`config.mk`:
```
export PLATFORM = sky130hd
export DESIGN_NAME = line_dma_flat
export DESIGN_NICKNAME = d
export VERILOG_FILES = /design/src/hw/vdma_pkg.sv /design/src/hw/vram_req_if.sv /design/src/hw/line_dma.sv /design/src/flat_wrapper.sv
export SDC_FILE = /design/constraint.sdc
export NUM_CORES = 1
export LEC_CHECK = 0
export BUFFER_PORTS_ARGS = -buffer_cell sky130_fd_sc_hd__clkbuf_2
export CORE_MARGIN = 5
export CORE_UTILIZATION = 50
export CTS_CLUSTER_DIAMETER = 100
export DETAILED_ROUTE_END_ITERATION = 7
export MAX_ROUTING_LAYER = met4
export PLACE_DENSITY = 0.82
export RECOVER_POWER = 100
export SLEW_MARGIN = 5
export SYNTH_ARGS = -nofsm -noshare
export SYNTH_HDL_FRONTEND = slang
export SYNTH_SLANG_ARGS = --single-unit
```
`constraint.sdc`:
```
create_clock -name clk -period 7.5 [get_ports clk]
set_input_delay 1.5 -clock clk [delete_from_list [all_inputs] [get_ports clk]]
set_output_delay 1.5 -clock clk [all_outputs]
set_load 0.01 [all_outputs]
```
`src/hw/vdma_pkg.sv`:
```
`default_nettype none

package vdma_pkg;

    // Scroll layers in fetch order
    typedef enum logic [1:0] {
        SCR1,
        SCR2,
        SCR3
    } layer_e;

    // Cache slot window of each layer, one slot per tile-map word
    localparam logic [7:0] SLOT_FIRST [3] = '{8'd0, 8'd128, 8'd226};
    localparam logic [7:0] SLOT_LAST  [3] = '{8'd99, 8'd225, 8'd255};

    // Layer geometry
    localparam logic [10:0] HSTART    [3] = '{11'h38, 11'h30, 11'h20};
    localparam logic [10:0] TILE_SIZE [3] = '{11'd8, 11'd16, 11'd32};

    // Line window tick numbers
    localparam logic [3:0] OBJ_START = 4'd3;
    localparam logic [3:0] OBJ_END   = 4'd11;
    localparam logic [3:0] PAL_CUT   = 4'd6;

    // Owning layer of a cache slot
    function automatic layer_e slot_layer(input logic [7:0] slot);
        if (slot < SLOT_FIRST[SCR2]) begin
            return SCR1;
        end
        if (slot <= SLOT_LAST[SCR2]) begin
            return SCR2;
        end
        return SCR3;
    endfunction

endpackage

`default_nettype wire

```
`src/hw/vram_req_if.sv`:
```
`default_nettype none

interface vram_req_if;

    logic        req;
    logic        gnt;
    logic [16:0] addr;
    logic [15:0] data;
    logic        ok;

    // req stays high for a whole burst, addr moves only under gnt
    modport requester (
        output req,
        output addr,
        input  gnt,
        input  data,
        input  ok
    );

    modport arbiter (
        input  req,
        input  addr,
        output gnt,
        output data,
        output ok
    );

endinterface

`default_nettype wire

```
`src/hw/line_dma.sv`:
```
`default_nettype none

module line_dma #(
    parameter int LINE_TICKS = 16
) (
    input  logic          clk,
    input  logic          rst,
    input  logic          pxl_cen,
    input  logic          hb,
    input  logic          flip,
    input  logic [8:0]    vrender1,
    input  logic          row_en,
    input  logic [15:0]   vram_row_base,
    input  logic [15:0]   row_offset,
    input  logic [15:0]   hpos2,
    input  logic          br_obj,
    input  logic          br_pal,
    input  logic [16:0]   vram_obj_addr,
    output logic          line_start,
    output logic          scroll_go,
    output logic [15:0]   vline,
    output logic [15:0]   row_scr,
    output logic          bg_obj,
    vram_req_if.requester bus
);

    // Counter wide enough for the OBJ tick numbers
    localparam int CW = (LINE_TICKS > 16) ? $clog2(LINE_TICKS) : 4;

    logic          last_hb;
    logic          hb_edge;
    logic          active;
    logic [CW-1:0] cnt;
    logic          tick;
    logic          last_tick;
    logic          obj_phase;
    logic [15:0]   vline_next;
    logic [9:0]    row_idx;
    logic [15:0]   row_word;
    logic [15:0]   row_scr_next;

    assign hb_edge    = hb && !last_hb;
    assign vline_next = {7'd0, (vrender1 + 9'd1) ^ {1'b0, {8{flip}}}};
    assign tick       = active && bus.gnt && pxl_cen;
    assign obj_phase  = cnt >= CW'(vdma_pkg::OBJ_START);
    // A pending palette request cuts the window short
    assign last_tick  = (cnt == CW'(LINE_TICKS - 1)) ||
                        (br_pal && cnt == CW'(vdma_pkg::PAL_CUT));

    assign row_idx  = row_offset[9:0] + vline[9:0];
    assign bus.req  = active;
    // Row-scroll word first, then the sprite copier's addresses
    assign bus.addr = obj_phase ? vram_obj_addr
                                : {vram_row_base[9:1], 8'd0} + {7'd0, row_idx};

    always_ff @(posedge clk, posedge rst) begin
        if (rst) begin
            last_hb      <= 1'b0;
            line_start   <= 1'b0;
            scroll_go    <= 1'b0;
            active       <= 1'b0;
            cnt          <= '0;
            bg_obj       <= 1'b0;
            row_scr      <= 16'd0;
            row_scr_next <= 16'd0;
        end else begin
            last_hb    <= hb;
            line_start <= hb_edge;
            scroll_go  <= 1'b0;
            if (hb_edge) begin
                active  <= 1'b1;
                cnt     <= '0;
                bg_obj  <= 1'b0;
                row_scr <= row_scr_next;
            end else if (tick) begin
                cnt <= cnt + 1'b1;
                if (cnt == CW'(vdma_pkg::OBJ_START)) begin
                    bg_obj       <= br_obj && !br_pal;
                    row_scr_next <= {12'd0, hpos2[3:0]} + (row_en ? row_word : 16'd0);
                end
                if (cnt == CW'(vdma_pkg::OBJ_END)) begin
                    bg_obj <= 1'b0;
                end
                if (last_tick) begin
                    active    <= 1'b0;
                    bg_obj    <= 1'b0;
                    scroll_go <= !br_pal;
                end
            end
        end
    end

    always_ff @(posedge clk) begin
        if (hb_edge) begin
            vline <= vline_next;
        end
        if (active && bus.ok && !obj_phase) begin
            row_word <= bus.data;
        end
    end

    // Sprite grant only opens from inside the line window
    assert property (@(posedge clk) disable iff (rst)
        $rose(bg_obj) |-> $past(active));

endmodule

`default_nettype wire

```
`src/flat_wrapper.sv`:
```
// flat-port wrapper written by rule: the top's interface ports become plain ports
module line_dma_flat 
#(
    parameter int LINE_TICKS = 16
)
  (clk, rst, pxl_cen, hb, flip, vrender1, row_en, vram_row_base, row_offset, hpos2, br_obj, br_pal, vram_obj_addr, line_start, scroll_go, vline, row_scr, bg_obj, bus_req, bus_addr, bus_gnt, bus_data, bus_ok);
  vram_req_if bus_i ();
  input  logic clk;
  input  logic rst;
  input  logic pxl_cen;
  input  logic hb;
  input  logic flip;
  input  logic [8:0] vrender1;
  input  logic row_en;
  input  logic [15:0] vram_row_base;
  input  logic [15:0] row_offset;
  input  logic [15:0] hpos2;
  input  logic br_obj;
  input  logic br_pal;
  input  logic [16:0] vram_obj_addr;
  output logic line_start;
  output logic scroll_go;
  output logic [15:0] vline;
  output logic [15:0] row_scr;
  output logic bg_obj;
  output wire logic [$bits(bus_i.req)-1:0] bus_req;
  output wire logic [$bits(bus_i.addr)-1:0] bus_addr;
  input wire logic [$bits(bus_i.gnt)-1:0] bus_gnt;
  input wire logic [$bits(bus_i.data)-1:0] bus_data;
  input wire logic [$bits(bus_i.ok)-1:0] bus_ok;
  assign bus_req = bus_i.req;
  assign bus_addr = bus_i.addr;
  assign bus_i.gnt = bus_gnt;
  assign bus_i.data = bus_data;
  assign bus_i.ok = bus_ok;
  line_dma #(.LINE_TICKS(LINE_TICKS)) u_core (.clk(clk), .rst(rst), .pxl_cen(pxl_cen), .hb(hb), .flip(flip), .vrender1(vrender1), .row_en(row_en), .vram_row_base(vram_row_base), .row_offset(row_offset), .hpos2(hpos2), .br_obj(br_obj), .br_pal(br_pal), .vram_obj_addr(vram_obj_addr), .line_start(line_start), .scroll_go(scroll_go), .vline(vline), .row_scr(row_scr), .bg_obj(bg_obj), .bus(bus_i));
endmodule
```
# Yosys cells after proc, flatten, opt, wreduce, memory -nomap -nowiden
# Index checks and enable logic that the tools add are counted.
[word_totals]
reg_bits = 66
[classes]
n_addsub = 5
order_cmp = 1
n_eq_ne = 4
n_mux = 15
bitwise = 2
reduce_logical = 17
[ops]
columns = ["cell", "n"]
rows = [
  ["adder 17 x 10 -> 17 bit", 1],
  ["2-to-1 mux 17 bit", 1],
  ["adder 4 x 16 -> 16 bit", 1],
  ["2-to-1 mux 16 bit", 1],
  ["2-to-1 mux 1 bit", 11],
  ["adder 10 x 9 -> 10 bit", 1],
  ["adder 9 x 1 -> 9 bit, second input constant", 1],
  ["XOR 9 x 8 -> 9 bit", 1],
  ["equality test 4 bit, second input constant", 2],
  ["2-to-1 mux 4 bit", 2],
  ["logical AND 1 bit", 7],
  ["adder 4 x 1 -> 4 bit, second input constant", 1],
  ["equality test 4 x 2 -> 1 bit, second input constant", 1],
  ["equality test 4 x 3 -> 1 bit, second input constant", 1],
  ["greater-or-equal comparator 4 x 2 -> 1 bit, second input constant", 1],
  ["AND reduction 2 bit", 2],
  ["nonzero test 2 bit", 2],
  ["nonzero test 4 bit", 1],
  ["zero test 1 bit", 3],
  ["AND reduction 3 bit", 1],
  ["logical OR 1 bit", 1],
  ["inverter 1 bit", 1],
]

# Depth between registers and ports, before layout
[logic_depth]
word_depth = 7
depth_mapped = 14
depth_no_buf = 14

# Worst setup path before layout
# Ideal clock, no wire load.
[synth_path]
kind = "input to output"
start = "input port row_offset[0]"
end = "output port bus_addr[16]"
arrival_ns = 4.160
setup_slack_ns = 1.840
cell_stages = 14
cell_sequence = "ha_1 fa_1 a21oi_1 o21ai_0 a2111oi_0 nor3_1 xor2_1 ha_1 fa_1 nand2_1 nor2_1 nand3_1 xor2_1 o21ai_0"
[synth_via]
elab_chain_len = 3
[synth_rtl]
columns = ["item", "line_no", "text"]
rows = [
  ["from (decl)", "flat_wrapper.sv:16", "input logic [15:0] row_offset;"],
  ["adder 10 x 9 -> 10 bit", "line_dma.sv:50", "assign row_idx = row_offset[9:0] + vline[9:0];"],
  ["adder 17 x 10 -> 17 bit", "line_dma.sv:54", ": {vram_row_base[9:1], 8'd0} + {7'd0, row_idx};"],
  ["2-to-1 mux 17 bit", "line_dma.sv:53", "assign bus.addr = obj_phase ? vram_obj_addr"],
  ["to (decl)", "flat_wrapper.sv:27", "output wire logic [$bits(bus_i.addr)-1:0] bus_addr;"],
]
# Every way passes these cells.

# Worst setup path in the final report
# Ends and elaborated chain as after synthesis.

==> metrics <==
Max-slew headroom=-0.3931; synth top area cells=dfrtp_1 (27%), edfxtp_1 (20%), nand2_1 (6.4%); DRT Wirelength=slightly above 8000 um; detailed-route DRC error count=0; CP arrival=about 4.5 ns; unrepaired setup endpoints after global routing=no; clk sinks=66; HP Class=flop to flop; Die H=97.06 um; DRT Pass-1 Iters=5; setup TNS=0 ns; asr flop ratio synth=0.6212; DRT iter0 DRCs=around 100; Starting Density=0.5170; critical path class=input pin to primary output; Pwr Density=around 230 nW/um^2; CTS Buffer Depth=2; worst vdd ir=around 0.13 mV; Routed met1 length=about 3200 um; pre-CTS WS=~1.4 ns; EDFF count, synth=25; FF-to-FF setup slack=roughly 4.6 ns; I/O pin count=153; # setup viols final=0; status=finished with violations; max_cap viols=2; Post-Syn Instances=373; mux cell area share after synthesis=0.05315; cell taking the most area after synthesis=dfrtp_1; post-synth top area share=0.2707; failing checks=max-capacitance violations, max-slew violations; routed vias/inst=roughly 5; row count=31; port buffer count=120; crit path launch type=input pin; Final Cell Area=~4600 um^2; Post-Synth Adder-Cell Area=0.07527; post-synthesis compound-gate area fraction=0.09640; commonest non-fill, non-tap cells in the layout=clkbuf_2 (71), nand2_1 (65), clkbuf_1 (52), dfrtp_1 (41), o21ai_0 (28); Unique masters post-synth=47; Post-DP HPWL=~6700 um; CTS tree=yes; vias in the first global route=3056; met3 WL=639 um; Syn Area/Cell=10.16 um^2; diodes inserted=0; Clk Latency, worst-skew pair=about 0.34 ns; final hold slack=~0.48 ns; Period minus WS final=just over 6 ns; filler instances=658; Worst Path Max Fanout=3; xor/xnor share of the synthesized area=0.1017; Critical Path Sink Type=primary output; DR top layer=met4; f_max=165.6 MHz; area added between synthesis and finish=20.96%; initial antenna violation count=0; Final period util=0.8049; Reg clk slew, reported paths=0.06 ns; # hold bufs at CTS=0; most common cell after layout, fill and taps aside=clkbuf_2; pins over their slew limit=79; Wirelength per Cell=about 14 um; clk root buf=clkbuf_8; Final WS setup=between 1 and 1.5 ns; clk_skew=0.009986 ns; setup repair bufs after CTS=0; Die Footprint=9421 um^2; GRT Total Usage=0.1853; CTS Buf Count=9; Post-Syn Area=3790 um^2; wire length on met2=between 4000 and 5000 um; core area=~7300 um^2; Ys Warns=0; LEAKAGE=around 2.1 nW; largest net degree at the start of global routing=42; overall power=between 1 and 1.5 mW; Remaining Overflow, GRT=0; GP Congestion=between 0.9 and 1; Placed Instance Area=roughly 4400 um^2; first-pass GRT wire length=13890 um; main combinational cell family by area after synthesis=simple AND/OR/NAND/NOR gates; synthesis-stage register bit count=66; simple-gate area share of the yosys netlist=0.1575; post-CTS sizing=0; total number of vias=3032; Final ANT Viol Nets=0; H-tree levels=3; die width=~97 um; nets@finish=612; WP data required=~6.0 ns; Main synth FF type=dfrtp_1; Fin. Hold Viols=0; Seq/Total Area, Yosys=0.4688; share of post-route cells with drive strength above 1=0.2157; actual slew at the worst max-slew pin=~2.1 ns
[power by group]
part | internal (mW) | switching (mW) | total (mW)
registers | 0.440 | 0.0361 | 0.476
clock network | 0.186 | 0.125 | 0.311
logic | 0.111 | 0.153 | 0.265
total | 0.737 | 0.315 | 1.05
[cells in the mapped netlist (2+ instances only)]
library cell,number
a2111oi_0,2
a211oi_1,5
a21o_1,5
a21oi_1,8
and2_1,5
and3_1,3
buf_2,4
buf_4,7
clkbuf_1,8
dfrtp_1,41
edfxtp_1,25
fa_1,3
ha_1,18
inv_1,15
mux2_2,17
nand2_1,65
nand3_1,9
nand4_1,3
nor2_1,15
nor2b_1,4
nor3_1,10
nor4_1,2
nor4b_1,2
o21ai_0,28
o21bai_1,2
o31ai_1,4
xnor2_1,25
xor2_1,19
[sequential cells by signal, indices dropped and copies added (netlist names)]
name and flops:
u_core.bg_obj 1, u_core.row_scr_next 16, u_core.bus.req 1, u_core.scroll_go 1, u_core.cnt 4, u_core.row_word 16, u_core.vline 9, u_core.last_hb 1
u_core.row_scr 16, u_core.line_start 1
[worst paths after layout]
kind	startpoint	to	cells past startpoint
setup reg to reg	u_core.last_hb	u_core.row_scr_next[10]	4
max in group asynchronous	rst	u_core.line_start	3
setup / recovery	row_offset[0]	bus_addr[16]	16
hold reg to reg	u_core.row_scr_next[15]	u_core.row_scr_next[15]	2
hold / removal	u_core.row_scr_next[15]	u_core.row_scr_next[15]	2
min in group asynchronous	rst	u_core.row_scr[12]	3
[area by class of cell]
class                           count  area [um^2]  share of cell area
Tap cell                           99        123.9             0.02702
Timing Repair Buffer              122        546.8              0.1193
Multi-Input combinational cell    277         1859              0.4056
Inverter                           15        56.30             0.01228
Clock buffer                       16        221.5             0.04831
Sequential cell                    66         1777              0.3876
[kinds of logic after synthesis]
family | count (synthesis)
simple gates | 127
buf+inv | 36
xor+xnor | 44
flops | 66
mux | 18
compound gates | 60
fa+ha+maj | 21
other cells | 1
[metrics by stage]
| stage | cells | util |
|---|---|---|
| after floorplan | 379 | - |
| after global placement | 579 | 0.6051 |
| after detailed placement | 579 | 0.6051 |
| after CTS | 595 | 0.6353 |
| after global routing | 595 | 0.6254 |
| final | 595 | 0.6254 |
[critical path, cell delays in order]
cell	delay, ns
clkbuf_2	0.11
ha_1	0.22
fa_1	0.41
a21oi_1	0.21
o21ai_0	0.13
a2111oi_0	0.38
nor3_1	0.13
xor2_1	0.16
ha_1	0.22
fa_1	0.43
nand2_1	0.09
nor2_1	0.06
nand3_1	0.09
xor2_1	0.14
o21ai_0	0.09
clkbuf_1	0.16
[layer usage]
metal,vias to the layer above,GRT usage
met5,-,-
met2,114,0.3206
met3,16,0.05671
li1,1520,-
met4,0,0.07343
met1,1382,0.1982
No activity file was read; power rests on OpenSTA's default activity.
