$ cat src/hw/vdma_pkg.sv
`default_nettype none

package vdma_pkg;

    // Scroll layers in fetch order
    typedef enum logic [1:0] {
        SCR1,
        SCR2,
        SCR3
    } layer_e;

    // Cache slot window of each layer, one slot per tile-map word
    localparam logic [7:0] SLOT_FIRST [3] = '{8'd0, 8'd128, 8'd226};
    localparam logic [7:0] SLOT_LAST  [3] = '{8'd99, 8'd225, 8'd255};

    // Layer geometry
    localparam logic [10:0] HSTART    [3] = '{11'h38, 11'h30, 11'h20};
    localparam logic [10:0] TILE_SIZE [3] = '{11'd8, 11'd16, 11'd32};

    // Line window tick numbers
    localparam logic [3:0] OBJ_START = 4'd3;
    localparam logic [3:0] OBJ_END   = 4'd11;
    localparam logic [3:0] PAL_CUT   = 4'd6;

    // Owning layer of a cache slot
    function automatic layer_e slot_layer(input logic [7:0] slot);
        if (slot < SLOT_FIRST[SCR2]) begin
            return SCR1;
        end
        if (slot <= SLOT_LAST[SCR2]) begin
            return SCR2;
        end
        return SCR3;
    endfunction

endpackage

`default_nettype wire

$ cat src/hw/vram_req_if.sv
`default_nettype none

interface vram_req_if;

    logic        req;
    logic        gnt;
    logic [16:0] addr;
    logic [15:0] data;
    logic        ok;

    // req stays high for a whole burst, addr moves only under gnt
    modport requester (
        output req,
        output addr,
        input  gnt,
        input  data,
        input  ok
    );

    modport arbiter (
        input  req,
        input  addr,
        output gnt,
        output data,
        output ok
    );

endinterface

`default_nettype wire

$ cat src/hw/scroll_fetch.sv
`default_nettype none

module scroll_fetch (
    input  logic          clk,
    input  logic          rst,
    input  logic          pxl_cen,
    input  logic          line_start,
    input  logic          scroll_go,
    input  logic [15:0]   vline,
    input  logic [15:0]   hpos1,
    input  logic [15:0]   hpos2,
    input  logic [15:0]   hpos3,
    input  logic [15:0]   vpos1,
    input  logic [15:0]   vpos2,
    input  logic [15:0]   vpos3,
    input  logic [15:0]   vram1_base,
    input  logic [15:0]   vram2_base,
    input  logic [15:0]   vram3_base,
    output logic          wr_en,
    output logic [7:0]    wr_slot,
    output logic [15:0]   wr_data,
    output logic [2:0]    swap_mask,
    vram_req_if.requester bus
);

    localparam logic [1:0] S_IDLE  = 2'd0;
    localparam logic [1:0] S_CHECK = 2'd1;
    localparam logic [1:0] S_FETCH = 2'd2;
    localparam logic [1:0] S_NEXT  = 2'd3;

    logic [1:0]       state;
    vdma_pkg::layer_e layer;
    logic [10:0]      hpos_sel;
    logic [15:0]      vpos_sel;
    logic [8:0]       base_sel;
    logic [10:0]      vscr;
    logic [10:0]      tile;
    logic             fetch_row;
    logic [10:0]      vn;
    logic [10:0]      hn;
    logic [7:0]       slot;
    logic [8:0]       base_hi;
    logic [11:0]      scan;
    logic             last_word;
    logic             load;
    logic             capture;
    logic             step;

    always_comb begin
        case (layer)
            vdma_pkg::SCR1: begin
                hpos_sel = hpos1[10:0];
                vpos_sel = vpos1;
                base_sel = vram1_base[9:1];
                scan     = {vn[8], hn[8:3], vn[7:3]};
            end
            vdma_pkg::SCR2: begin
                hpos_sel = hpos2[10:0];
                vpos_sel = vpos2;
                base_sel = vram2_base[9:1];
                scan     = {vn[9:8], hn[9:4], vn[7:4]};
            end
            default: begin
                hpos_sel = hpos3[10:0];
                vpos_sel = vpos3;
                base_sel = vram3_base[9:1];
                scan     = {vn[10:8], hn[10:5], vn[7:5]};
            end
        endcase
    end

    assign tile      = vdma_pkg::TILE_SIZE[layer];
    assign vscr      = vpos_sel[10:0] + vline[10:0];
    // Only a line that opens a new tile row needs fresh map words
    assign fetch_row = (vscr & (tile - 11'd1)) == 11'd0;
    assign last_word = slot == vdma_pkg::SLOT_LAST[layer];

    assign load    = !line_start && state == S_CHECK && fetch_row;
    assign capture = !line_start && state == S_FETCH && bus.ok;
    assign step    = !line_start && state == S_NEXT && pxl_cen && bus.gnt;

    assign bus.req  = state == S_FETCH || state == S_NEXT;
    // slot[0] selects the word within the tile
    assign bus.addr = {base_hi, 8'd0} + {4'd0, scan, slot[0]};

    always_ff @(posedge clk, posedge rst) begin
        if (rst) begin
            state     <= S_IDLE;
            layer     <= vdma_pkg::SCR1;
            swap_mask <= 3'd0;
            wr_en     <= 1'b0;
        end else begin
            wr_en <= capture;
            if (line_start) begin
                // Unfinished layers keep their old bank
                state     <= S_IDLE;
                swap_mask <= 3'd0;
            end else begin
                case (state)
                    S_IDLE: begin
                        if (scroll_go) begin
                            layer <= vdma_pkg::SCR1;
                            state <= S_CHECK;
                        end
                    end
                    S_CHECK: begin
                        if (fetch_row) begin
                            state <= S_FETCH;
                        end else if (layer == vdma_pkg::SCR3) begin
                            state <= S_IDLE;
                        end else begin
                            layer <= vdma_pkg::layer_e'(layer + 2'd1);
                        end
                    end
                    S_FETCH: begin
                        if (capture) begin
                            state <= S_NEXT;
                        end
                    end
                    default: begin
                        if (step && last_word) begin
                            swap_mask[layer] <= 1'b1;
                            if (layer == vdma_pkg::SCR3) begin
                                state <= S_IDLE;
                            end else begin
                                layer <= vdma_pkg::layer_e'(layer + 2'd1);
                                state <= S_CHECK;
                            end
                        end else if (step) begin
                            state <= S_FETCH;
                        end
                    end
                endcase
            end
        end
    end

    always_ff @(posedge clk) begin
        if (load) begin
            vn      <= vscr;
            hn      <= vdma_pkg::HSTART[layer] + (hpos_sel & ~(tile - 11'd1));
            slot    <= vdma_pkg::SLOT_FIRST[layer];
            base_hi <= base_sel;
        end
        if (capture) begin
            wr_slot <= slot;
            wr_data <= bus.data;
        end
        if (step && !last_word) begin
            slot <= slot + 8'd1;
            // Next tile after the second word
            if (slot[0]) begin
                hn <= hn + tile;
            end
        end
    end

    assert property (@(posedge clk) disable iff (rst)
        wr_en |-> wr_slot >= vdma_pkg::SLOT_FIRST[layer] &&
                  wr_slot <= vdma_pkg::SLOT_LAST[layer]);

endmodule

`default_nettype wire

$ cat src/flat_wrapper.sv
// flat-port wrapper written by rule: the top's interface ports become plain ports
module scroll_fetch_flat 
  (clk, rst, pxl_cen, line_start, scroll_go, vline, hpos1, hpos2, hpos3, vpos1, vpos2, vpos3, vram1_base, vram2_base, vram3_base, wr_en, wr_slot, wr_data, swap_mask, bus_req, bus_addr, bus_gnt, bus_data, bus_ok);
  vram_req_if bus_i ();
  input  logic clk;
  input  logic rst;
  input  logic pxl_cen;
  input  logic line_start;
  input  logic scroll_go;
  input  logic [15:0] vline;
  input  logic [15:0] hpos1;
  input  logic [15:0] hpos2;
  input  logic [15:0] hpos3;
  input  logic [15:0] vpos1;
  input  logic [15:0] vpos2;
  input  logic [15:0] vpos3;
  input  logic [15:0] vram1_base;
  input  logic [15:0] vram2_base;
  input  logic [15:0] vram3_base;
  output logic wr_en;
  output logic [7:0] wr_slot;
  output logic [15:0] wr_data;
  output logic [2:0] swap_mask;
  output wire logic [$bits(bus_i.req)-1:0] bus_req;
  output wire logic [$bits(bus_i.addr)-1:0] bus_addr;
  input wire logic [$bits(bus_i.gnt)-1:0] bus_gnt;
  input wire logic [$bits(bus_i.data)-1:0] bus_data;
  input wire logic [$bits(bus_i.ok)-1:0] bus_ok;
  assign bus_req = bus_i.req;
  assign bus_addr = bus_i.addr;
  assign bus_i.gnt = bus_gnt;
  assign bus_i.data = bus_data;
  assign bus_i.ok = bus_ok;
  scroll_fetch u_core (.clk(clk), .rst(rst), .pxl_cen(pxl_cen), .line_start(line_start), .scroll_go(scroll_go), .vline(vline), .hpos1(hpos1), .hpos2(hpos2), .hpos3(hpos3), .vpos1(vpos1), .vpos2(vpos2), .vpos3(vpos3), .vram1_base(vram1_base), .vram2_base(vram2_base), .vram3_base(vram3_base), .wr_en(wr_en), .wr_slot(wr_slot), .wr_data(wr_data), .swap_mask(swap_mask), .bus(bus_i));
endmodule
$ cat config.mk
export PLATFORM = sky130hd
export DESIGN_NAME = scroll_fetch_flat
export DESIGN_NICKNAME = d
export VERILOG_FILES = /design/src/hw/vdma_pkg.sv /design/src/hw/vram_req_if.sv /design/src/hw/scroll_fetch.sv /design/src/flat_wrapper.sv
export SDC_FILE = /design/constraint.sdc
export NUM_CORES = 1
export LEC_CHECK = 0
export BUFFER_PORTS_ARGS = -buffer_cell sky130_fd_sc_hd__buf_4
export CAP_MARGIN = 40
export CORE_ASPECT_RATIO = 0.6
export CORE_MARGIN = 2
export CORE_UTILIZATION = 28
export DETAILED_ROUTE_END_ITERATION = 10
export HOLD_SLACK_MARGIN = 0.1
export SETUP_SLACK_MARGIN = 0.2
export SLEW_MARGIN = 10
export SYNTH_ARGS = -nofsm -noshare
export SYNTH_HDL_FRONTEND = slang
export SYNTH_SLANG_ARGS = --single-unit
export TNS_END_PERCENT = 50
$ cat constraint.sdc
create_clock -name clk -period 4.4 [get_ports clk]
set_clock_uncertainty 0.15 [all_clocks]
set_input_delay 0.22 -clock clk [delete_from_list [all_inputs] [get_ports clk]]
set_output_delay 0.22 -clock clk [all_outputs]
set_load 0.03 [all_outputs]
# Yosys cells after proc, flatten, opt, wreduce, memory -nomap -nowiden
# Index checks and enable logic that the tools add are counted.
dict set report op_classes {
  add_sub_neg 7
  magnitude_cmp 3
  eq_ne 12
  mux 40
  bitwise 7
  reduce_logical 24
}
# operator count
set ops {}
lappend ops {{two-way mux 11 bit} 7}
lappend ops {{two-way mux 8 bit} 6}
lappend ops {{binary-select mux 11 bit (select 2 bit)} 2}
lappend ops {{one-hot mux 11 bit (2 select lines)} 2}
lappend ops {{adder 11 bit} 3}
lappend ops {{binary-select mux 8 bit (select 2 bit)} 2}
lappend ops {{one-hot mux 12 bit (2 select lines)} 1}
lappend ops {{AND 11 bit} 2}
lappend ops {{two-way mux 2 bit} 11}
lappend ops {{one-hot mux 9 bit (2 select lines)} 1}
lappend ops {{adder 17 x 13 -> 17 bit} 1}
lappend ops {{one-hot mux 2 bit (3 select lines)} 2}
lappend ops {{logical NOT 11 bit} 1}
lappend ops {{inverter 11 bit} 1}
lappend ops {{subtractor 11 x 1 -> 11 bit, second input constant} 1}
lappend ops {{logical AND 1 bit} 10}
lappend ops {{two-way mux 3 bit} 3}
lappend ops {{adder 8 x 1 -> 8 bit, second input constant} 1}
lappend ops {{== test 8 bit} 1}
lappend ops {{== test 2 bit, second input constant} 3}
lappend ops {{nonzero test 6 bit} 1}
lappend ops {{AND reduction 5 bit} 1}
lappend ops {{== test 2 x 1 -> 1 bit, second input constant} 2}
lappend ops {{logical NOT 2 bit} 2}
lappend ops {{21 further kinds} 26}
dict set report word_totals {
  ff_bits 71
  inputBits 183
  elab_cells 103
}

# Logic depth before layout (Yosys ltp)
dict set report depth {
  depth_word 11
  mapped_depth 19
  mapped_depth_nobuf 15
}

# Worst setup path after synthesis
# Ideal clock, no wire load.
dict set report synth_timing {
  path_type {flip-flop to flip-flop}
  startpoint {reg u_core.layer[1]}
  endpoint {reg u_core.base_hi[0], enable pin}
  setup_ns 0.369
  arrival_time_ns 4.318
  t_required_ns 3.881
  slack_ns -0.437
  path_stages_with_launch 18
  path_buffers 5
  synth_period_minus_slack_ns 4.837
  cell_sequence {dfrtp_1 inv_1 ha_1 clkbuf_1 clkbuf_1 buf_1 clkbuf_1 a211oi_1 a21oi_1 ha_1 buf_6 a2111oi_2 a22oi_1 a21boi_1 mux2i_1 a2111oi_4 nand4b_2 inv_1}
}
dict set report synth_via {
  elab_chain_cells 8
}
# element line
set synth_lines {}
lappend synth_lines {{from (decl)} scroll_fetch.sv:32} ;# vdma_pkg::layer_e layer;
lappend synth_lines {{from (signal assigned)} scroll_fetch.sv:89} ;# layer <= vdma_pkg::SCR1;
lappend synth_lines {{from (signal assigned)} scroll_fetch.sv:102} ;# layer <= vdma_pkg::SCR1;
lappend synth_lines {{from (signal assigned)} scroll_fetch.sv:112} ;# layer <= vdma_pkg::layer_e'(layer + 2'd1);
lappend synth_lines {{inverter 2 -> 3 bit (implied by the code)} scroll_fetch.sv:72} ;# assign tile = vdma_pkg::TILE_SIZE[layer];
lappend synth_lines {{binary-select mux 11 bit (select 2 bit)} scroll_fetch.sv:72}
lappend synth_lines {{two-way mux 11 bit (implied by the code) (2 in series)} scroll_fetch.sv:72}
lappend synth_lines {{subtractor 11 x 1 -> 11 bit} scroll_fetch.sv:75} ;# assign fetch_row = (vscr & (tile - 11'd1)) == 11'd0;
lappend synth_lines {{AND 11 bit *} scroll_fetch.sv:75}
lappend synth_lines {{logical NOT 11 bit *} scroll_fetch.sv:75}
lappend synth_lines {{logical AND 1 bit *} scroll_fetch.sv:78} ;# assign load = !line_start && state == S_CHECK && fetch_row;
lappend synth_lines {{named net u_core.load} scroll_fetch.sv:45} ;# logic load;
lappend synth_lines {{to (signal assigned)} scroll_fetch.sv:143} ;# base_hi <= base_sel;
lappend synth_lines {{to (decl)} scroll_fetch.sv:42} ;# logic [8:0] base_hi;
# The timed path passes the listed nets; every way through them passes the cells marked *. The select of a mux whose other input is x is not followed.
# A chain may end at the register's enable or synchronous reset.

# Final worst setup path
dict set report layout_timing {
  startpoint {reg u_core.layer[1]}
  endpoint {reg u_core.hn[9]}
}
dict set report layout_via {
  elab_chain_cells 11
}
# element line
set layout_lines {}
lappend layout_lines {{inverter 2 -> 3 bit (implied by the code)} {scroll_fetch.sv:72, scroll_fetch.sv:76, scroll_fetch.sv:141}}
lappend layout_lines {{binary-select mux 11 bit (select 2 bit)} scroll_fetch.sv:72}
lappend layout_lines {{two-way mux 11 bit (implied by the code) (2 in series)} scroll_fetch.sv:72}
lappend layout_lines {{subtractor 11 x 1 -> 11 bit} {scroll_fetch.sv:75, scroll_fetch.sv:141}}
lappend layout_lines {{inverter 11 bit / AND 11 bit (equally long branches)} {scroll_fetch.sv:141, scroll_fetch.sv:75}}
lappend layout_lines {{AND 11 bit / logical NOT 11 bit (equally long branches)} {scroll_fetch.sv:141, scroll_fetch.sv:75}}
lappend layout_lines {{adder 11 bit / logical AND 1 bit (equally long branches)} {scroll_fetch.sv:141, scroll_fetch.sv:78}}
lappend layout_lines {{two-way mux 11 bit} scroll_fetch.sv:139} ;# if (load) begin
lappend layout_lines {{two-way mux 11 bit} scroll_fetch.sv:152} ;# if (slot[0]) begin
lappend layout_lines {{two-way mux 11 bit *} scroll_fetch.sv:149} ;# if (step && !last_word) begin
lappend layout_lines {{to (signal assigned)} scroll_fetch.sv:141} ;# hn <= vdma_pkg::HSTART[layer] + (hpos_sel & ~(tile - 11'd1));
lappend layout_lines {{to (signal assigned)} scroll_fetch.sv:153} ;# hn <= hn + tile;
lappend layout_lines {{to (decl)} scroll_fetch.sv:40} ;# logic [10:0] hn;
# Every way passes the cells marked *; elsewhere a longest branch is shown, timed or not. The select of a mux whose other input is x is not followed.

==> metrics <==
status finished clean; drt pass-1 iters 5; placed inst area ~6400 sq um; initial antenna violation count 0; Post-Syn Nets approximately 740; Final ANT Viol Nets 0; IO Port Bufs between 150 and 200; RSZ-0062 raised after global routing yes; Hold Violations, Final 0; initial core utilization between 20% and 30%; dpl hpwl between 10 and 15 mm; Netlist Area Pre-Place between 4000 and 5000 sq um; Final Max Slew Viols 0; Area Overhead vs Synth 48.2%; slowest stage delay, CP around 0.46 ns; share of layout cells above drive strength 1 roughly 34%; Worst Setup Start Kind flip-flop; Num CTS Buffers 9; Tightest Hold Check Type in2reg; worst-margin pin slew ~0.7 ns; Syn Inst Count between 500 and 600; final worst path period need between 4 and 5 ns; clock latency on the worst-skew pair roughly 0.33 ns; Multi-input gate area between 2000 and 3000 sq um; Setup Crit Path Kind reg2reg; gp weighted congestion between 0.8 and 0.9; Yosys cell types a little over 70; DR iter-0 viols 349; final instance area roughly 7300 sq um; number of clock sinks 65; Slew Limit Headroom between 50% and 60%; clk root buf clkbuf_16; total gr overflow 0; cells along the critical path inv_4 -> ha_4 -> buf_12 -> buf_4 -> and3_1 -> a211oi_2 -> a21oi_1 -> ha_2 -> o21a_1 -> a211oi_2 -> o21ai_1 -> a21o_1 -> a2111oi_4 -> nand4b_4 -> buf_4 -> o22a_1 -> o21a_1; crit path DAT 4.10 ns; Final Routed Wirelength roughly 16 mm; Setup violations, final 0; TritonCTS clock tree done; CTS Buffer Depth 2; die area between 15000 and 20000 sq um; Die Height about 110 microns; fmax ~250 MHz; Yosys warnings 0; routed vias/inst 5.03; row count 37; Pwr Density about 700 nW/um^2; H-tree Lvls 3; commonest non-fill, non-tap cell in the layout buf_4; Core Area 17100 sq um; via count about 4800; leak pwr between 3 and 4 nW; WL per Instance around 16 microns; fin nets approximately 930; antenna fix cells 0; async set-or-reset flop fraction in the synthesized netlist between 10% and 20%; CP endpoint kind flip-flop; Worst Path Required roughly 4.5 ns; Peak VDD IR ~0.00027 V; Filler Cell Count between 1500 and 2000; io pins between 200 and 250; CP top delay family compound AO/OA/AOI/OAI gates; max capacitance violation total 0; Tot GR Track Use between 10% and 20%; first-pass GRT wire length 24.8 mm; CTS clk-pin slew, worst paths approximately 0.060 ns; number of synthesized flops with an enable pin around 50; WP buf/inv 4; Reg area 1830 sq um; DRC 0; die width 175 microns; most frequent cells in the layout 185 x buf_4, 82 x a21oi_1, 49 x edfxtp_1; largest net degree at the start of global routing 64; CP max stage cell a2111oi_4; Synth Area per Inst between 9 and 10 sq um; Setup TNS 0 ns; Overall Power between 4 and 5 mW; vias in the first global route between 4000 and 5000; Seq cells post-synth 65; final worst-path cycle share 91.4%; Critical Path Fanout Max 16; sequential fraction of the synthesis area a little under two fifths; dominant synthesized flop cell edfxtp_1
## cell families (layout without fill, tap and decap cells)
group                    after synthesis  after routing  share of synthesized area, %
adder cells (fa/ha/maj)               30             30                          8.29
AO/OA/AOI/OAI                        197            197                          27.1
flip-flops                            65             65                          37.4
multiplexers                           7              7                          1.43
XOR/XNOR                              28             28                          5.17
buffers and inverters                 56            256                          4.71
AND/OR/NAND/NOR                      142            142                          15.9
## metal layers
layer / global-route usage, % / share of wire, % / wire length [microns] / vias to the layer above
met5: 0 / 0 / 0 / -
met2: 24.7 / 43 / 6720 / 110
li1: - / - / - / 2388
met1: 25.2 / 52 / 8060 / 2313
met4: 3.10 / 0.74 / 116 / 0
met3: 2.90 / 4.4 / 680 / 10
## timing repair
action / CTS / global route
resized for setup: 8 / 25
pin swaps: 1 / 12
setup endpoints to repair: 36 / 42
hold buffers: 29 / 0
setup buffers: 0 / 12
hold endpoints to repair: 35 / 0
cloned: 0 / 0
## stage by stage
| stage | setup WS (ns) | util [%] | std cells | hold slack (ns) |
|---|---|---|---|---|
| after floorplan | 0.137 | - | 525 | -0.114 |
| after global placement | -0.0790 | 37.4 | 902 | 0.0683 |
| after CTS | 0.207 | 41.0 | 947 | 0.107 |
| final | 0.379 | 42.3 | 959 | 0.105 |
| after detailed placement | -0.190 | 37.4 | 902 | 0.0767 |
| after global routing | 0.163 | 42.3 | 959 | 0.138 |
## registers in the layout, indices dropped and copies added (netlist names)
signal,flops
u_core.wr_en,1
u_core.slot,8
u_core.vn,8
u_core.swap_mask,3
u_core.wr_slot,8
u_core.wr_data,16
u_core.state,2
u_core.hn,8
u_core.layer,2
u_core.base_hi,9
## worst paths after layout
path | startpoint | endpoint | slack [ns] | cells after the start
max | u_core.layer[1] | u_core.hn[9] | 0.38 | 17
min | vram2_base[1] | u_core.base_hi[0] | 0.11 | 3
max reg2reg | u_core.layer[1] | u_core.hn[9] | 0.38 | 17
min reg2reg | u_core.slot[4] | u_core.wr_slot[4] | 0.33 | 0
max in group asynchronous | rst | u_core.layer[1] | 3.57 | 3
min in group asynchronous | rst | u_core.swap_mask[0] | 0.26 | 3
## where the power goes
group          leakage, nW  internal, mW  switching (mW)  total (mW)
Clock                0.149         0.438           0.275       0.713
Combinational         2.28          1.50            1.90        3.39
Sequential           0.623         0.790          0.0901       0.880
Total                 3.05          2.72            2.26        4.99
## cell usage after synthesis (8+ instances only)
master    number  share of area (%)
a211oi_1      42                6.4
a21o_1         8                1.2
a21oi_1       84                8.6
and3_1        40                5.1
clkbuf_1      30                2.3
dfrtp_1        8                4.1
dfxtp_1        8                3.3
edfxtp_1      49                 30
ha_1          26                6.6
inv_1         20                1.5
nand2_1       21                1.6
nand3_1       16                1.6
nor2_1        24                1.8
nor3_1         9               0.92
o21ai_0       11                1.1
xnor2_1       16                2.9
xor2_1        11                2.0
## worst reg2reg max path, delay by kind of cell (launching register included)
family	cells	cell delay, ns
AOI/OAI and AO/OA	9	1.84
adders and majority gates	2	0.54
buffers and inverters	4	0.62
DFF	1	0.40
and+or+nand+nor	2	0.39
## area by class of cell
cell class | count | area share (%)
Tap cell | 234 | 4.04
Multi-Input combinational cell | 404 | 41.1
Sequential cell | 65 | 25.3
Timing Repair Buffer | 220 | 24.3
Inverter | 20 | 1.17
Clock inverter | 7 | 0.983
Clock buffer | 9 | 3.11
Note: power is estimated with default switching activity, not from simulation.
