File: src/hw/vram_req_if.sv
`default_nettype none

interface vram_req_if;

    logic        req;
    logic        gnt;
    logic [16:0] addr;
    logic [15:0] data;
    logic        ok;

    // req stays high for a whole burst, addr moves only under gnt
    modport requester (
        output req,
        output addr,
        input  gnt,
        input  data,
        input  ok
    );

    modport arbiter (
        input  req,
        input  addr,
        output gnt,
        output data,
        output ok
    );

endinterface

`default_nettype wire

File: src/hw/vram_arbiter.sv
`default_nettype none

module vram_arbiter (
    input  logic        clk,
    input  logic        rst,
    input  logic        bg,
    input  logic        br_pal,
    input  logic [16:0] vram_pal_addr,
    input  logic [15:0] vram_data,
    input  logic        vram_ok,
    output logic [16:0] vram_addr,
    output logic        vram_cs,
    output logic        vram_clr,
    output logic        br,
    output logic        bg_pal,
    vram_req_if.arbiter line_bus,
    vram_req_if.arbiter scroll_bus
);

    localparam logic [1:0] M_NONE = 2'd0;
    localparam logic [1:0] M_LINE = 2'd1;
    localparam logic [1:0] M_PAL  = 2'd2;
    localparam logic [1:0] M_SCR  = 2'd3;

    logic [1:0] master;
    logic [1:0] next_master;
    logic       holder_req;

    always_comb begin
        case (master)
            M_LINE:  holder_req = line_bus.req;
            M_PAL:   holder_req = br_pal;
            M_SCR:   holder_req = scroll_bus.req;
            default: holder_req = 1'b0;
        endcase
        // Holder keeps the bus until its request falls
        if (holder_req) begin
            next_master = master;
        end else if (line_bus.req) begin
            next_master = M_LINE;
        end else if (br_pal) begin
            next_master = M_PAL;
        end else if (scroll_bus.req) begin
            next_master = M_SCR;
        end else begin
            next_master = M_NONE;
        end
    end

    always_comb begin
        case (master)
            M_PAL:   vram_addr = vram_pal_addr;
            M_SCR:   vram_addr = scroll_bus.addr;
            default: vram_addr = line_bus.addr;
        endcase
    end

    assign vram_cs        = br;
    assign bg_pal         = master == M_PAL && bg;
    assign line_bus.gnt   = master == M_LINE && bg;
    assign scroll_bus.gnt = master == M_SCR && bg;
    assign line_bus.ok    = master == M_LINE && vram_ok;
    assign scroll_bus.ok  = master == M_SCR && vram_ok;
    assign line_bus.data   = vram_data;
    assign scroll_bus.data = vram_data;

    always_ff @(posedge clk, posedge rst) begin
        if (rst) begin
            master   <= M_NONE;
            br       <= 1'b0;
            vram_clr <= 1'b0;
        end else begin
            master   <= next_master;
            br       <= line_bus.req || br_pal || scroll_bus.req;
            // Drop stale read data on every change of master
            vram_clr <= next_master != master && next_master != M_NONE;
        end
    end

    assert property (@(posedge clk) disable iff (rst)
        $onehot0({line_bus.gnt, scroll_bus.gnt, bg_pal}));

endmodule

`default_nettype wire

File: src/flat_wrapper.sv
// flat-port wrapper written by rule: the top's interface ports become plain ports
module vram_arbiter_flat 
  (clk, rst, bg, br_pal, vram_pal_addr, vram_data, vram_ok, vram_addr, vram_cs, vram_clr, br, bg_pal, line_bus_req, line_bus_addr, line_bus_gnt, line_bus_data, line_bus_ok, scroll_bus_req, scroll_bus_addr, scroll_bus_gnt, scroll_bus_data, scroll_bus_ok);
  vram_req_if line_bus_i ();
  vram_req_if scroll_bus_i ();
  input  logic clk;
  input  logic rst;
  input  logic bg;
  input  logic br_pal;
  input  logic [16:0] vram_pal_addr;
  input  logic [15:0] vram_data;
  input  logic vram_ok;
  output logic [16:0] vram_addr;
  output logic vram_cs;
  output logic vram_clr;
  output logic br;
  output logic bg_pal;
  input wire logic [$bits(line_bus_i.req)-1:0] line_bus_req;
  input wire logic [$bits(line_bus_i.addr)-1:0] line_bus_addr;
  output wire logic [$bits(line_bus_i.gnt)-1:0] line_bus_gnt;
  output wire logic [$bits(line_bus_i.data)-1:0] line_bus_data;
  output wire logic [$bits(line_bus_i.ok)-1:0] line_bus_ok;
  input wire logic [$bits(scroll_bus_i.req)-1:0] scroll_bus_req;
  input wire logic [$bits(scroll_bus_i.addr)-1:0] scroll_bus_addr;
  output wire logic [$bits(scroll_bus_i.gnt)-1:0] scroll_bus_gnt;
  output wire logic [$bits(scroll_bus_i.data)-1:0] scroll_bus_data;
  output wire logic [$bits(scroll_bus_i.ok)-1:0] scroll_bus_ok;
  assign line_bus_i.req = line_bus_req;
  assign line_bus_i.addr = line_bus_addr;
  assign line_bus_gnt = line_bus_i.gnt;
  assign line_bus_data = line_bus_i.data;
  assign line_bus_ok = line_bus_i.ok;
  assign scroll_bus_i.req = scroll_bus_req;
  assign scroll_bus_i.addr = scroll_bus_addr;
  assign scroll_bus_gnt = scroll_bus_i.gnt;
  assign scroll_bus_data = scroll_bus_i.data;
  assign scroll_bus_ok = scroll_bus_i.ok;
  vram_arbiter u_core (.clk(clk), .rst(rst), .bg(bg), .br_pal(br_pal), .vram_pal_addr(vram_pal_addr), .vram_data(vram_data), .vram_ok(vram_ok), .vram_addr(vram_addr), .vram_cs(vram_cs), .vram_clr(vram_clr), .br(br), .bg_pal(bg_pal), .line_bus(line_bus_i), .scroll_bus(scroll_bus_i));
endmodule
File: config.mk
export PLATFORM = sky130hd
export DESIGN_NAME = vram_arbiter_flat
export DESIGN_NICKNAME = d
export VERILOG_FILES = /design/src/hw/vram_req_if.sv /design/src/hw/vram_arbiter.sv /design/src/flat_wrapper.sv
export SDC_FILE = /design/constraint.sdc
export NUM_CORES = 1
export LEC_CHECK = 0
export BUFFER_PORTS_ARGS = -buffer_cell sky130_fd_sc_hd__buf_2
export CORE_ASPECT_RATIO = 0.7
export CORE_MARGIN = 3
export CORE_UTILIZATION = 31
export DETAILED_ROUTE_END_ITERATION = 6
export GPL_TIMING_DRIVEN = 0
export PLACE_DENSITY = 0.86
export SYNTH_ARGS = -nofsm -noshare
export SYNTH_HDL_FRONTEND = slang
export SYNTH_SLANG_ARGS = --single-unit
File: constraint.sdc
create_clock -name clk -period 3.3 [get_ports clk]
set_clock_uncertainty 0.05 [all_clocks]
set_input_delay 0.66 -clock clk [delete_from_list [all_inputs] [get_ports clk]]
set_output_delay 0.66 -clock clk [all_outputs]
set_load 0.02 [all_outputs]
# After elaboration in Yosys (flattened, before gate mapping)
# Cells that the tools add are included.
[totals] ff_bits=4 wordCells=22
[op_classes] eq_ne=4 mux=6 reduce_logical=9
[ops] operator="17-bit case mux with 2 select lines" n=1
[ops] operator="2-bit 2-to-1 mux" n=4
[ops] operator="1-bit logical AND" n=6
[ops] operator="2-bit equality test, second input constant" n=2
[ops] operator="1-bit case mux with 3 select lines" n=1
[ops] operator="2-bit by 1-bit equality test with 1-bit output, second input constant" n=1
[ops] operator="1-bit logical OR" n=2
[ops] operator="2-bit inequality test" n=1
[ops] operator="2-bit nonzero test" n=1

# Longest topological paths before layout
# Gate-level depths: netlist of run 1.
[logic_depth] depth_word=6 mapped_depth=5

# Least setup slack after synthesis of run 1
# OpenSTA, ideal clock, no wires.
[synth_timing] kind="reg2out" from="reg u_core.master[0]" to="out vram_addr[0]" arrival_time_ns=1.134 t_required_ns=2.590 slack_ns=1.456 path_stages_with_launch=5 cell_sequence="dfrtp_1 -> buf_4 -> buf_8 -> mux2i_1 -> a21oi_1"
[synth_via] elab_chain_cells=2 word_cells_on_any_way=3 classes_between="2 x eq/ne; 1 x mux"
[synth_lines] item="start, declared" line="vram_arbiter.sv:25" rtl="logic [1:0] master;"
[synth_lines] item="start signal, assigned" line="vram_arbiter.sv:73" rtl="master <= next_master;"
[synth_lines] item="2-bit equality test" line="vram_arbiter.sv:51" rtl="case (master)"
[synth_lines] item="17-bit case mux with 2 select lines *" line="vram_arbiter.sv:51"
[synth_lines] item="end, declared" line="flat_wrapper.sv:13" rtl="output logic [16:0] vram_addr;"
# Every way passes the cells marked *; elsewhere a longest branch is shown, timed or not.

# Worst setup path after layout of run 1
[layout_timing] from="reg u_core.master[1]" to="out vram_addr[6]"
# The elaborated chain is that of the path after synthesis.

==> summary.json, run 1 <==
{
  "synth_commonest_cells": "34 x sky130_fd_sc_hd__buf_4, 20 x sky130_fd_sc_hd__a21oi_1, 20 x sky130_fd_sc_hd__nor2_1",
  "finalNetCount": 309,
  "final_period_minus_worst_setup_slack_ns": 2.16,
  "post_synth.cell_area_avg_um2": 7.30,
  "power.internal_uw": 264,
  "placement_rows": 15,
  "tritoncts": "yes",
  "mapped_cell_area_um2": 847,
  "ctsHoldBuffers": 0,
  "power_switching_uw": 186,
  "synth-edff-count": 0,
  "remaining_routing_drc_violations": 0,
  "yosysMostFrequentCell": "sky130_fd_sc_hd__buf_4",
  "footprint_of_the_flip_flops_and_latches_um2": 100,
  "synth-async-reset-ratio": 1.00,
  "clockBufferDepth": 2,
  "p_comb_frac": 0.655,
  "cp_top_delay_family": "buffers and inverters",
  "drive_above_1_share": 0.674,
  "synth.yosys.warnings": 0,
  "p_leak_uw": 0.000945,
  "fin_hold_ws_ns": 0.274,
  "crit_path_top_delay_cell": "sky130_fd_sc_hd__clkbuf_1",
  "yosysSeqAreaShare": 0.118,
  "netlist-cell-type-count": 18,
  "clkSinkCount": 4,
  "critPathKind": "reg -> out",
  "numCtsBuffers": 3,
  "grt_max_degree": 11,
  "crit_required_ns": 2.59,
  "powerDensity_nw_per_um2": 300,
  "initial_antenna_violation_count": 0,
  "postCtsSetupBuffers": 0,
  "crit_chain": "buf_6 -> clkbuf_1 -> nor2_1 -> a21oi_1 -> buf_2",
  "cap_viol_max_count": 0,
  "status": "complete, no violations",
  "multi_input_area_um2": 430,
  "max_slew_margin": 0.680,
  "initial_core_util": 0.334,
  "gate_count_after_technology_mapping": 116,
  "hpwlAfterDp_um": 2520,
  "worstPathArrival_ns": 1.45,
  "num_io_pins": 131,
  "worst_pin_slew_ns": 0.480,
  "final.period_utilization": 0.655,
  "power.clock.fraction": 0.221,
  "timing_hold_violations_final": 0,
  "clk-insertion-delay-late_ns": 0.21,
  "die_w_um": 68.5,
  "slew_violations": 0,
  "clockRootBuffer": "sky130_fd_sc_hd__clkbuf_8",
  "number_of_global_route_vias_before_repair": 1053,
  "floorplan.die.height_um": 49.7,
  "post_synth_main_area_contributors": "sky130_fd_sc_hd__buf_4 30%, sky130_fd_sc_hd__mux2i_1 20%, sky130_fd_sc_hd__a21oi_1 12%",
  "max_freq_mhz": 463,
  "place_congestion": 0.729,
  "cell_accounting_for_the_most_synthesized_area": "sky130_fd_sc_hd__buf_4",
  "final.fill_count": 226,
  "hp-class": "in -> async",
  "port_buffers": 114,
  "gr_overflow_total": 0,
  "wire_length_of_the_first_global_routing_pass_um": 4040,
  "worstPathMaxFanout": 10,
  "drt-initial-drc-count": 32,
  "dr.pass1.iters": 4,
  "via_per_inst": 4.42,
  "cp_slowest_stage_delay_ns": 0.38,
  "synthToLayoutAreaGrowth_pct": 77.3,
  "vdd.ir_drop.worst_mv": 0.125,
  "overall_track_demand_over_capacity_in_global_routing": 0.151,
  "seq_cells_post_synth": 4,
  "syn-num-nets": 190,
  "power.share.switching": 0.413,
  "core-area_um2": 2530,
  "critPathCaptureType": "primary output",
  "num_antenna_cells": 0,
  "startpoint_type": "flop",
  "synthFlopType": "sky130_fd_sc_hd__dfrtp_1",
  "ctsResizeCount": 0,
  "grt_setup_unrepaired": "false",
  "power.sequential.fraction": 0.123,
  "ant_nets": 0,
  "avgRoutedWirePerCell_um": 10.8,
  "post-synth-top-area-fraction": 0.301,
  "critPathBufInv": 3,
  "cts.reportedPaths.clkPinSlew_ns": 0.03,
  "setup_viol": 0,
  "setup_tns_ns": 0,
  "routed-via-count": 1179,
  "totalWireLength_um": 2890,
  "design.die.area_um2": 3410,
  "cts-htree-levels": 1
}
## path summary, 6_finish.rpt
check / start / cells after the start / slack, ns / end
worst max-delay path: u_core.master[1] / 5 / 1.14 / vram_addr[6]
worst min-delay path: rst / 2 / 0.27 / u_core.vram_clr
worst max register to register: u_core.master[1] / 3 / 2.19 / u_core.vram_clr
worst min register to register: u_core.master[1] / 3 / 0.65 / u_core.vram_clr
max in group asynchronous: rst / 2 / 2.77 / u_core.master[1]
min in group clk: u_core.master[1] / 3 / 0.65 / u_core.vram_clr
## power groups by stage
stage                     clock network (uW)  logic (uW)  registers (uW)
after floorplan                            0         193            59.2
after global placement                     0         293            56.1
after detailed placement                   0         298            56.1
after CTS                                103         298            55.6
after global routing                     108         318            55.9
final                                   99.8         295            55.6
## layer usage
metal  track usage  vias to the layer above  wire length [um]
met5             0                        -                 0
met1         0.158                      516              1050
li1              -                      591                 -
met3        0.0273                        2               344
met4        0.0528                        0                17
met2         0.288                       70              1470
## cell usage in the layout (no fill, tap or decap)
master / Yosys / final
sky130_fd_sc_hd__a21oi_1: 20 / 20
sky130_fd_sc_hd__nand2_1: 3 / 3
sky130_fd_sc_hd__a211oi_2: 1 / 1
sky130_fd_sc_hd__and3_1: 2 / 2
sky130_fd_sc_hd__inv_1: 2 / 2
sky130_fd_sc_hd__clkbuf_8: 0 / 3
sky130_fd_sc_hd__mux2i_1: 17 / 17
sky130_fd_sc_hd__dfrtp_1: 4 / 4
sky130_fd_sc_hd__and3b_1: 2 / 2
sky130_fd_sc_hd__clkbuf_1: 3 / 3
sky130_fd_sc_hd__nand2b_1: 1 / 1
sky130_fd_sc_hd__nor2_1: 20 / 20
sky130_fd_sc_hd__buf_2: 1 / 115
sky130_fd_sc_hd__mux2_4: 1 / 1
sky130_fd_sc_hd__o21ai_1: 1 / 1
sky130_fd_sc_hd__buf_4: 34 / 34
sky130_fd_sc_hd__buf_8: 1 / 1
sky130_fd_sc_hd__nor3_1: 1 / 1
sky130_fd_sc_hd__buf_6: 2 / 2
## flip-flops by register name (all words and copies together) (netlist names)
signal and count:
u_core.master 2, u_core.br 1, u_core.vram_clr 1
## cells by family after synthesis
family                 count (synthesis)  synth area share
AND/OR/NAND/NOR                       29             0.151
AO/OA/AOI/OAI                         22             0.139
flip-flops                             4             0.118
buffers and inverters                 43             0.374
multiplexers                          18             0.219
## through the flow
stage	std cells	total power, uW	utilization	worst slack (ns)	area [um^2]
after floorplan	116	252	-	1.46	847
after global placement	264	349	0.576	1.39	1460
after detailed placement	264	354	0.576	1.35	1460
after CTS	267	457	0.593	1.12	1500
after global routing	267	481	0.593	1.01	1500
final	267	451	0.593	1.14	1500
## layout make-up
| cell class | count | share of cell area |
|---|---|---|
| multi-input cells | 69 | 0.287 |
| repair buffers | 114 | 0.380 |
| flip-flops and latches | 4 | 0.0667 |
| clock buffers | 3 | 0.0275 |
| inverters | 2 | 0.00500 |
| well taps | 34 | 0.0283 |
| plain buffers | 41 | 0.206 |
Note: power is estimated with default switching activity, not from simulation.
==> run 2, diff against run 1 <==
Settings changed: ABC_AREA set to 1, CORE_UTILIZATION 31 to 29, PLACE_DENSITY 0.86 to 0.81.
Clock period 3.3 ns to 2.1 ns, I/O delays scaled along.
==> run 2 against run 1 <==
Sequential cell count unchanged. Global-route usage up 1.8 points. Non-clock buffer count down 2. Power up 110%. Routed wire length up 15%. Clock power up 58%. Register-to-register slack worse by 1.4 ns. Synthesized cell count up 23%. Final area unchanged. Via count up 5.3%. Critical path type unchanged.
==> summary.json, run 2 <==
{
  "max_slew_margin": 0.843,
  "r2r_path_start": "u_core.master[0]",
  "worst_pin_slew_ns": 0.236,
  "slew_violations": 0,
  "worstReg2RegEnd": "u_core.br",
  "ctsHoldBuffers": 0,
  "gate_count_after_technology_mapping": 143,
  "synth-async-reset-ratio": 1.00,
  "critPathCaptureType": "primary output",
  "clockRootBuffer": "sky130_fd_sc_hd__clkbuf_8",
  "setup_viol": 0,
  "final.period_utilization": 0.951,
  "hp-class": "in -> async",
  "p_leak_uw": 0.000961,
  "die_w_um": 70.3,
  "critPathKind": "reg -> out",
  "seq_cells_post_synth": 4,
  "clockBufferDepth": 2,
  "syn-num-nets": 217,
  "avgRoutedWirePerCell_um": 11.2,
  "cts.reportedPaths.clkPinSlew_ns": 0.03,
  "placement_rows": 15,
  "cap_viol_max_count": 0,
  "initial_core_util": 0.321,
  "registers.top_by_ff_count": "u_core.master",
  "setup_tns_ns": 0,
  "ff2ff_setup_slack_ns": 0.82,
  "synth_commonest_cells": "41 x sky130_fd_sc_hd__nand2_1, 38 x sky130_fd_sc_hd__nand3_1, 34 x sky130_fd_sc_hd__buf_4",
  "num_antenna_cells": 0,
  "yosysSeqAreaShare": 0.119,
  "number_of_flip_flops_in_the_largest_register": 2,
  "worst_r2r_path_depth": 6,
  "design.die.area_um2": 3580,
  "numCtsBuffers": 3,
  "timing_hold_violations_final": 0,
  "drive_above_1_share": 0.627,
  "synth.yosys.warnings": 0,
  "grt_setup_unrepaired": "false",
  "initial_antenna_violation_count": 0,
  "synthFlopType": "sky130_fd_sc_hd__dfrtp_1",
  "clkSinkCount": 4,
  "layout.cells.most_common_list": "117 x sky130_fd_sc_hd__buf_2, 41 x sky130_fd_sc_hd__nand2_1, 38 x sky130_fd_sc_hd__nand3_1",
  "dr.pass1.iters": 4,
  "yosysMostFrequentCell": "sky130_fd_sc_hd__nand2_1",
  "post_synth_main_area_contributors": "sky130_fd_sc_hd__buf_4 30%, sky130_fd_sc_hd__nand3_1 23%, sky130_fd_sc_hd__nand2_1 18%",
  "mapped_cell_area_um2": 838,
  "crit_required_ns": 1.63,
  "worstPathArrival_ns": 1.53,
  "hpwlAfterDp_um": 2900,
  "post-synth-top-area-fraction": 0.304,
  "tritoncts": "yes",
  "synth-edff-count": 0,
  "place_congestion": 0.819,
  "port_buffers": 114,
  "max_freq_mhz": 501,
  "p_total_uw": 963,
  "ant_nets": 0,
  "final_period_minus_worst_setup_slack_ns": 2.00,
  "clk-insertion-delay-late_ns": 0.21,
  "netlist-cell-type-count": 16,
  "remaining_routing_drc_violations": 0,
  "gr_overflow_total": 0,
  "floorplan.die.height_um": 51.0,
  "core-area_um2": 2610,
  "vdd.ir_drop.worst_mv": 0.373,
  "overall_track_demand_over_capacity_in_global_routing": 0.169,
  "largest_registers": "u_core.master x2, u_core.br x1, u_core.vram_clr x1",
  "num_io_pins": 131,
  "commonest_non_fill_non_tap_cell_in_the_layout": "sky130_fd_sc_hd__buf_2",
  "via_per_inst": 4.22,
  "totalWireLength_um": 3310,
  "worstPathMaxFanout": 10,
  "cell_accounting_for_the_most_synthesized_area": "sky130_fd_sc_hd__buf_4",
  "routed-via-count": 1242,
  "cts-htree-levels": 1,
  "startpoint_type": "flop",
  "number_of_global_route_vias_before_repair": 1081,
  "status": "complete, no violations",
  "powerDensity_nw_per_um2": 641,
  "synthToLayoutAreaGrowth_pct": 79.1,
  "drt-initial-drc-count": 39,
  "grt_max_degree": 11,
  "wire_length_of_the_first_global_routing_pass_um": 4950,
  "finalNetCount": 336,
  "post_synth.cell_area_avg_um2": 5.86
}
-- run 2: changes by cell type in the layout (fill, tap and decap cells not counted), sizes merged, moves of 2 or more --
cell and change:
and3b -2, mux2i -17, and3 -2, nand3 +39
a21oi -19, inv +8, clkbuf -2, nand2 +38
nor2 -16
-- run 2: repair_timing --
| action | CTS | global route |
|---|---|---|
| resized for setup | 0 | 3 |
| buffers inserted | 0 | 0 |
| setup endpoints to repair | 0 | 12 |
-- run 2: report_power, final --
part	total, uW	switching [uW]	internal [uW]
Clock	158	36.4	122
Sequential	111	15.9	95.0
Combinational	694	425	269
Total	963	477	486
-- run 2: how the worst max path moves through the flow --
| stage | start | cells past startpoint | endpoint |
|---|---|---|---|
| finish | u_core.master[1] | 6 | vram_addr[8] |
| global route | u_core.master[1] | 6 | vram_addr[8] |
| CTS | u_core.master[1] | 6 | vram_addr[8] |
| detailed placement | u_core.master[1] | 6 | vram_addr[8] |
| global placement | u_core.master[1] | 6 | vram_addr[8] |
| floorplan | u_core.master[1] | 4 | bg_pal |
-- run 2: cells by family (layout without fill, tap and decap cells) --
group / after synthesis / in the layout / synth area share
DFF: 4 / 4 / 0.119
and+or+nand+nor: 86 / 86 / 0.454
buffers and inverters: 49 / 166 / 0.387
AOI/OAI and AO/OA: 4 / 4 / 0.0403
-- run 2: worst max-delay path: stages, from the launching register on --
cell and delay, ns:
sky130_fd_sc_hd__dfrtp_1 0.41, sky130_fd_sc_hd__inv_1 0.09, sky130_fd_sc_hd__buf_2 0.23, sky130_fd_sc_hd__clkbuf_4 0.26
sky130_fd_sc_hd__nand2_1 0.07, sky130_fd_sc_hd__nand3_1 0.08, sky130_fd_sc_hd__buf_2 0.16
-- run 2: final cells by class --
class / count / area (um^2)
Buffer: 39 / 293
Clock buffer: 3 / 41.3
Fill cell: 268 / 1110
Inverter: 10 / 40.0
Multi-Input combinational cell: 90 / 414
Sequential cell: 4 / 100
Tap cell: 34 / 42.5
Timing Repair Buffer: 114 / 571
-- run 2: metrics by stage --
stage / cell area [um^2] / hold WS (ns) / std cells / util / setup WS [ns]
floorplan: 838 / 0.136 / 143 / - / 0.377
global placement: 1450 / 0.252 / 291 / 0.556 / 0.321
detailed placement: 1450 / 0.256 / 291 / 0.556 / 0.320
CTS: 1490 / 0.0266 / 294 / 0.572 / 0.0808
global route: 1500 / 0.0298 / 294 / 0.576 / 0.000458
finish: 1500 / 0.0301 / 294 / 0.576 / 0.103
-- run 2: per-layer routing --
| metal | share of wire | up-vias | GRT usage |
|---|---|---|---|
| met3 | 0.079 | 4 | 0.0334 |
| met1 | 0.41 | 520 | 0.215 |
| met4 | 0.0076 | 0 | 0.0541 |
| met5 | 0 | - | 0 |
| li1 | - | 663 | - |
| met2 | 0.50 | 55 | 0.287 |
==> run 3, diff against run 2 <==
Settings changed: CORE_ASPECT_RATIO 0.7 to not set.
==> run 3 against run 2 <==
Largest cell class unchanged. Non-clock buffer count grew 1. Sequential cell count unchanged. Critical path type unchanged. Worst setup slack better by 0.0018 ns. Highest routed layer unchanged. Critical path depth unchanged. Die area is 0.29% lower. Global-route usage fell by 0.62 points. Core utilization is 0.61 points lower. Final area is 0.92% lower.
==> summary.json, run 3 (same netlist as run 2, synthesis figures left out) <==
{
  "hp-class": "in -> reg",
  "p_leak_uw": 0.000958,
  "final.period_utilization": 0.950,
  "final_period_minus_worst_setup_slack_ns": 1.99,
  "critPathCaptureType": "primary output",
  "numCtsBuffers": 3,
  "critPathKind": "reg -> out",
  "setup_tns_ns": 0,
  "worstPathArrival_ns": 1.52,
  "place_congestion": 0.763,
  "synthToLayoutAreaGrowth_pct": 77.5,
  "status": "complete, no violations",
  "num_io_pins": 131,
  "number_of_flip_flops_in_the_largest_register": 2,
  "overall_track_demand_over_capacity_in_global_routing": 0.163,
  "dr.pass1.iters": 4,
  "grt_max_degree": 11,
  "postCtsSetupBuffers": 0,
  "grt_setup_unrepaired": "false",
  "die_w_um": 59.8,
  "fin_hold_ws_ns": 0.473,
  "initial_core_util": 0.321,
  "worstPathMaxFanout": 10,
  "slew_violations": 0,
  "layout.cells.most_common_list": "117 x sky130_fd_sc_hd__buf_2, 41 x sky130_fd_sc_hd__nand2_1, 38 x sky130_fd_sc_hd__nand3_1",
  "core-area_um2": 2610,
  "gr_overflow_total": 0,
  "routed-via-count": 1255,
  "floorplan.die.height_um": 59.8,
  "totalWireLength_um": 3150,
  "max_freq_mhz": 501,
  "wire_length_of_the_first_global_routing_pass_um": 4480,
  "clkSinkCount": 4,
  "setup_viol": 0,
  "remaining_routing_drc_violations": 0,
  "powerDensity_nw_per_um2": 604,
  "vdd.ir_drop.worst_mv": 0.340,
  "clk-insertion-delay-late_ns": 0.24,
  "num_antenna_cells": 0,
  "registers.top_by_ff_count": "u_core.master",
  "drt-initial-drc-count": 41,
  "port_buffers": 114,
  "hpwlAfterDp_um": 2700,
  "crit_required_ns": 1.63,
  "max_slew_margin": 0.850,
  "startpoint_type": "flop",
  "finalNetCount": 337,
  "largest_registers": "u_core.master x2, u_core.br x1, u_core.vram_clr x1",
  "ant_nets": 0,
  "avgRoutedWirePerCell_um": 10.8,
  "cts-htree-levels": 1,
  "drive_above_1_share": 0.625,
  "via_per_inst": 4.31,
  "timing_hold_violations_final": 0,
  "design.die.area_um2": 3570,
  "cts.reportedPaths.clkPinSlew_ns": 0.04,
  "clockBufferDepth": 2,
  "clockRootBuffer": "sky130_fd_sc_hd__clkbuf_4",
  "cap_viol_max_count": 0,
  "commonest_non_fill_non_tap_cell_in_the_layout": "sky130_fd_sc_hd__buf_2",
  "placement_rows": 18,
  "worst_pin_slew_ns": 0.226,
  "initial_antenna_violation_count": 0,
  "number_of_global_route_vias_before_repair": 1115,
  "tritoncts": "yes"
}
==> run 3: layer usage <==
metal  global-route usage  up-vias  wire length (um)
li1                     -      661                 -
met1                0.187      516              1150
met2                0.295       72              1630
met3               0.0216        6               315
met4               0.0728        0                57
met5                    0        -                 0
==> run 3: final timing paths <==
path / startpoint / end / slack (ns) / cells past startpoint
setup / recovery: u_core.master[1] / vram_addr[14] / 0.11 / 6
hold / removal: br_pal / u_core.master[0] / 0.47 / 4
setup reg to reg: u_core.master[0] / u_core.vram_clr / 0.83 / 8
hold reg to reg: u_core.master[1] / u_core.master[0] / 0.62 / 3
max in group asynchronous: rst / u_core.br / 1.29 / 3
min in group asynchronous: rst / u_core.master[1] / 0.55 / 3
==> run 3: layout make-up <==
cell class / instances / area (um^2)
well taps: 30 / 37.5
flip-flops and latches: 4 / 100
clock buffers: 3 / 22.5
fillers: 263 / 1120
repair buffers: 115 / 581
multi-input cells: 90 / 414
inverters: 10 / 40.0
plain buffers: 39 / 293
==> run 3: worst max-delay path: stages, from the launching register on <==
cell                       delay [ns]
sky130_fd_sc_hd__dfrtp_1         0.42
sky130_fd_sc_hd__inv_1           0.09
sky130_fd_sc_hd__buf_2           0.22
sky130_fd_sc_hd__clkbuf_4        0.24
sky130_fd_sc_hd__nand2_1         0.07
sky130_fd_sc_hd__nand3_1         0.08
sky130_fd_sc_hd__buf_2           0.17
==> run 3: metrics by stage <==
stage | instance area [um^2] | cells | utilization | setup slack, ns | total power, uW
floorplan | 838 | 143 | - | 0.377 | 566
global route | 1490 | 291 | 0.569 | 0.00520 | 980
CTS | 1470 | 290 | 0.562 | 0.0677 | 898
finish | 1490 | 291 | 0.569 | 0.105 | 898
global placement | 1450 | 287 | 0.554 | 0.346 | 791
detailed placement | 1450 | 287 | 0.554 | 0.343 | 797
==> run 3: timing repair <==
item / in CTS / in global routing
setup endpoints to repair: 0 / 13
endpoints found under the hold margin: 0 / 1
hold buffers: 0 / 1
resized for setup: 0 / 3
==> run 3: report_power, final <==
part           switching (uW)  internal, uW  total, uW
registers                15.8          95.0        111
logic                     418           270        688
clock network            34.9          64.1       99.0
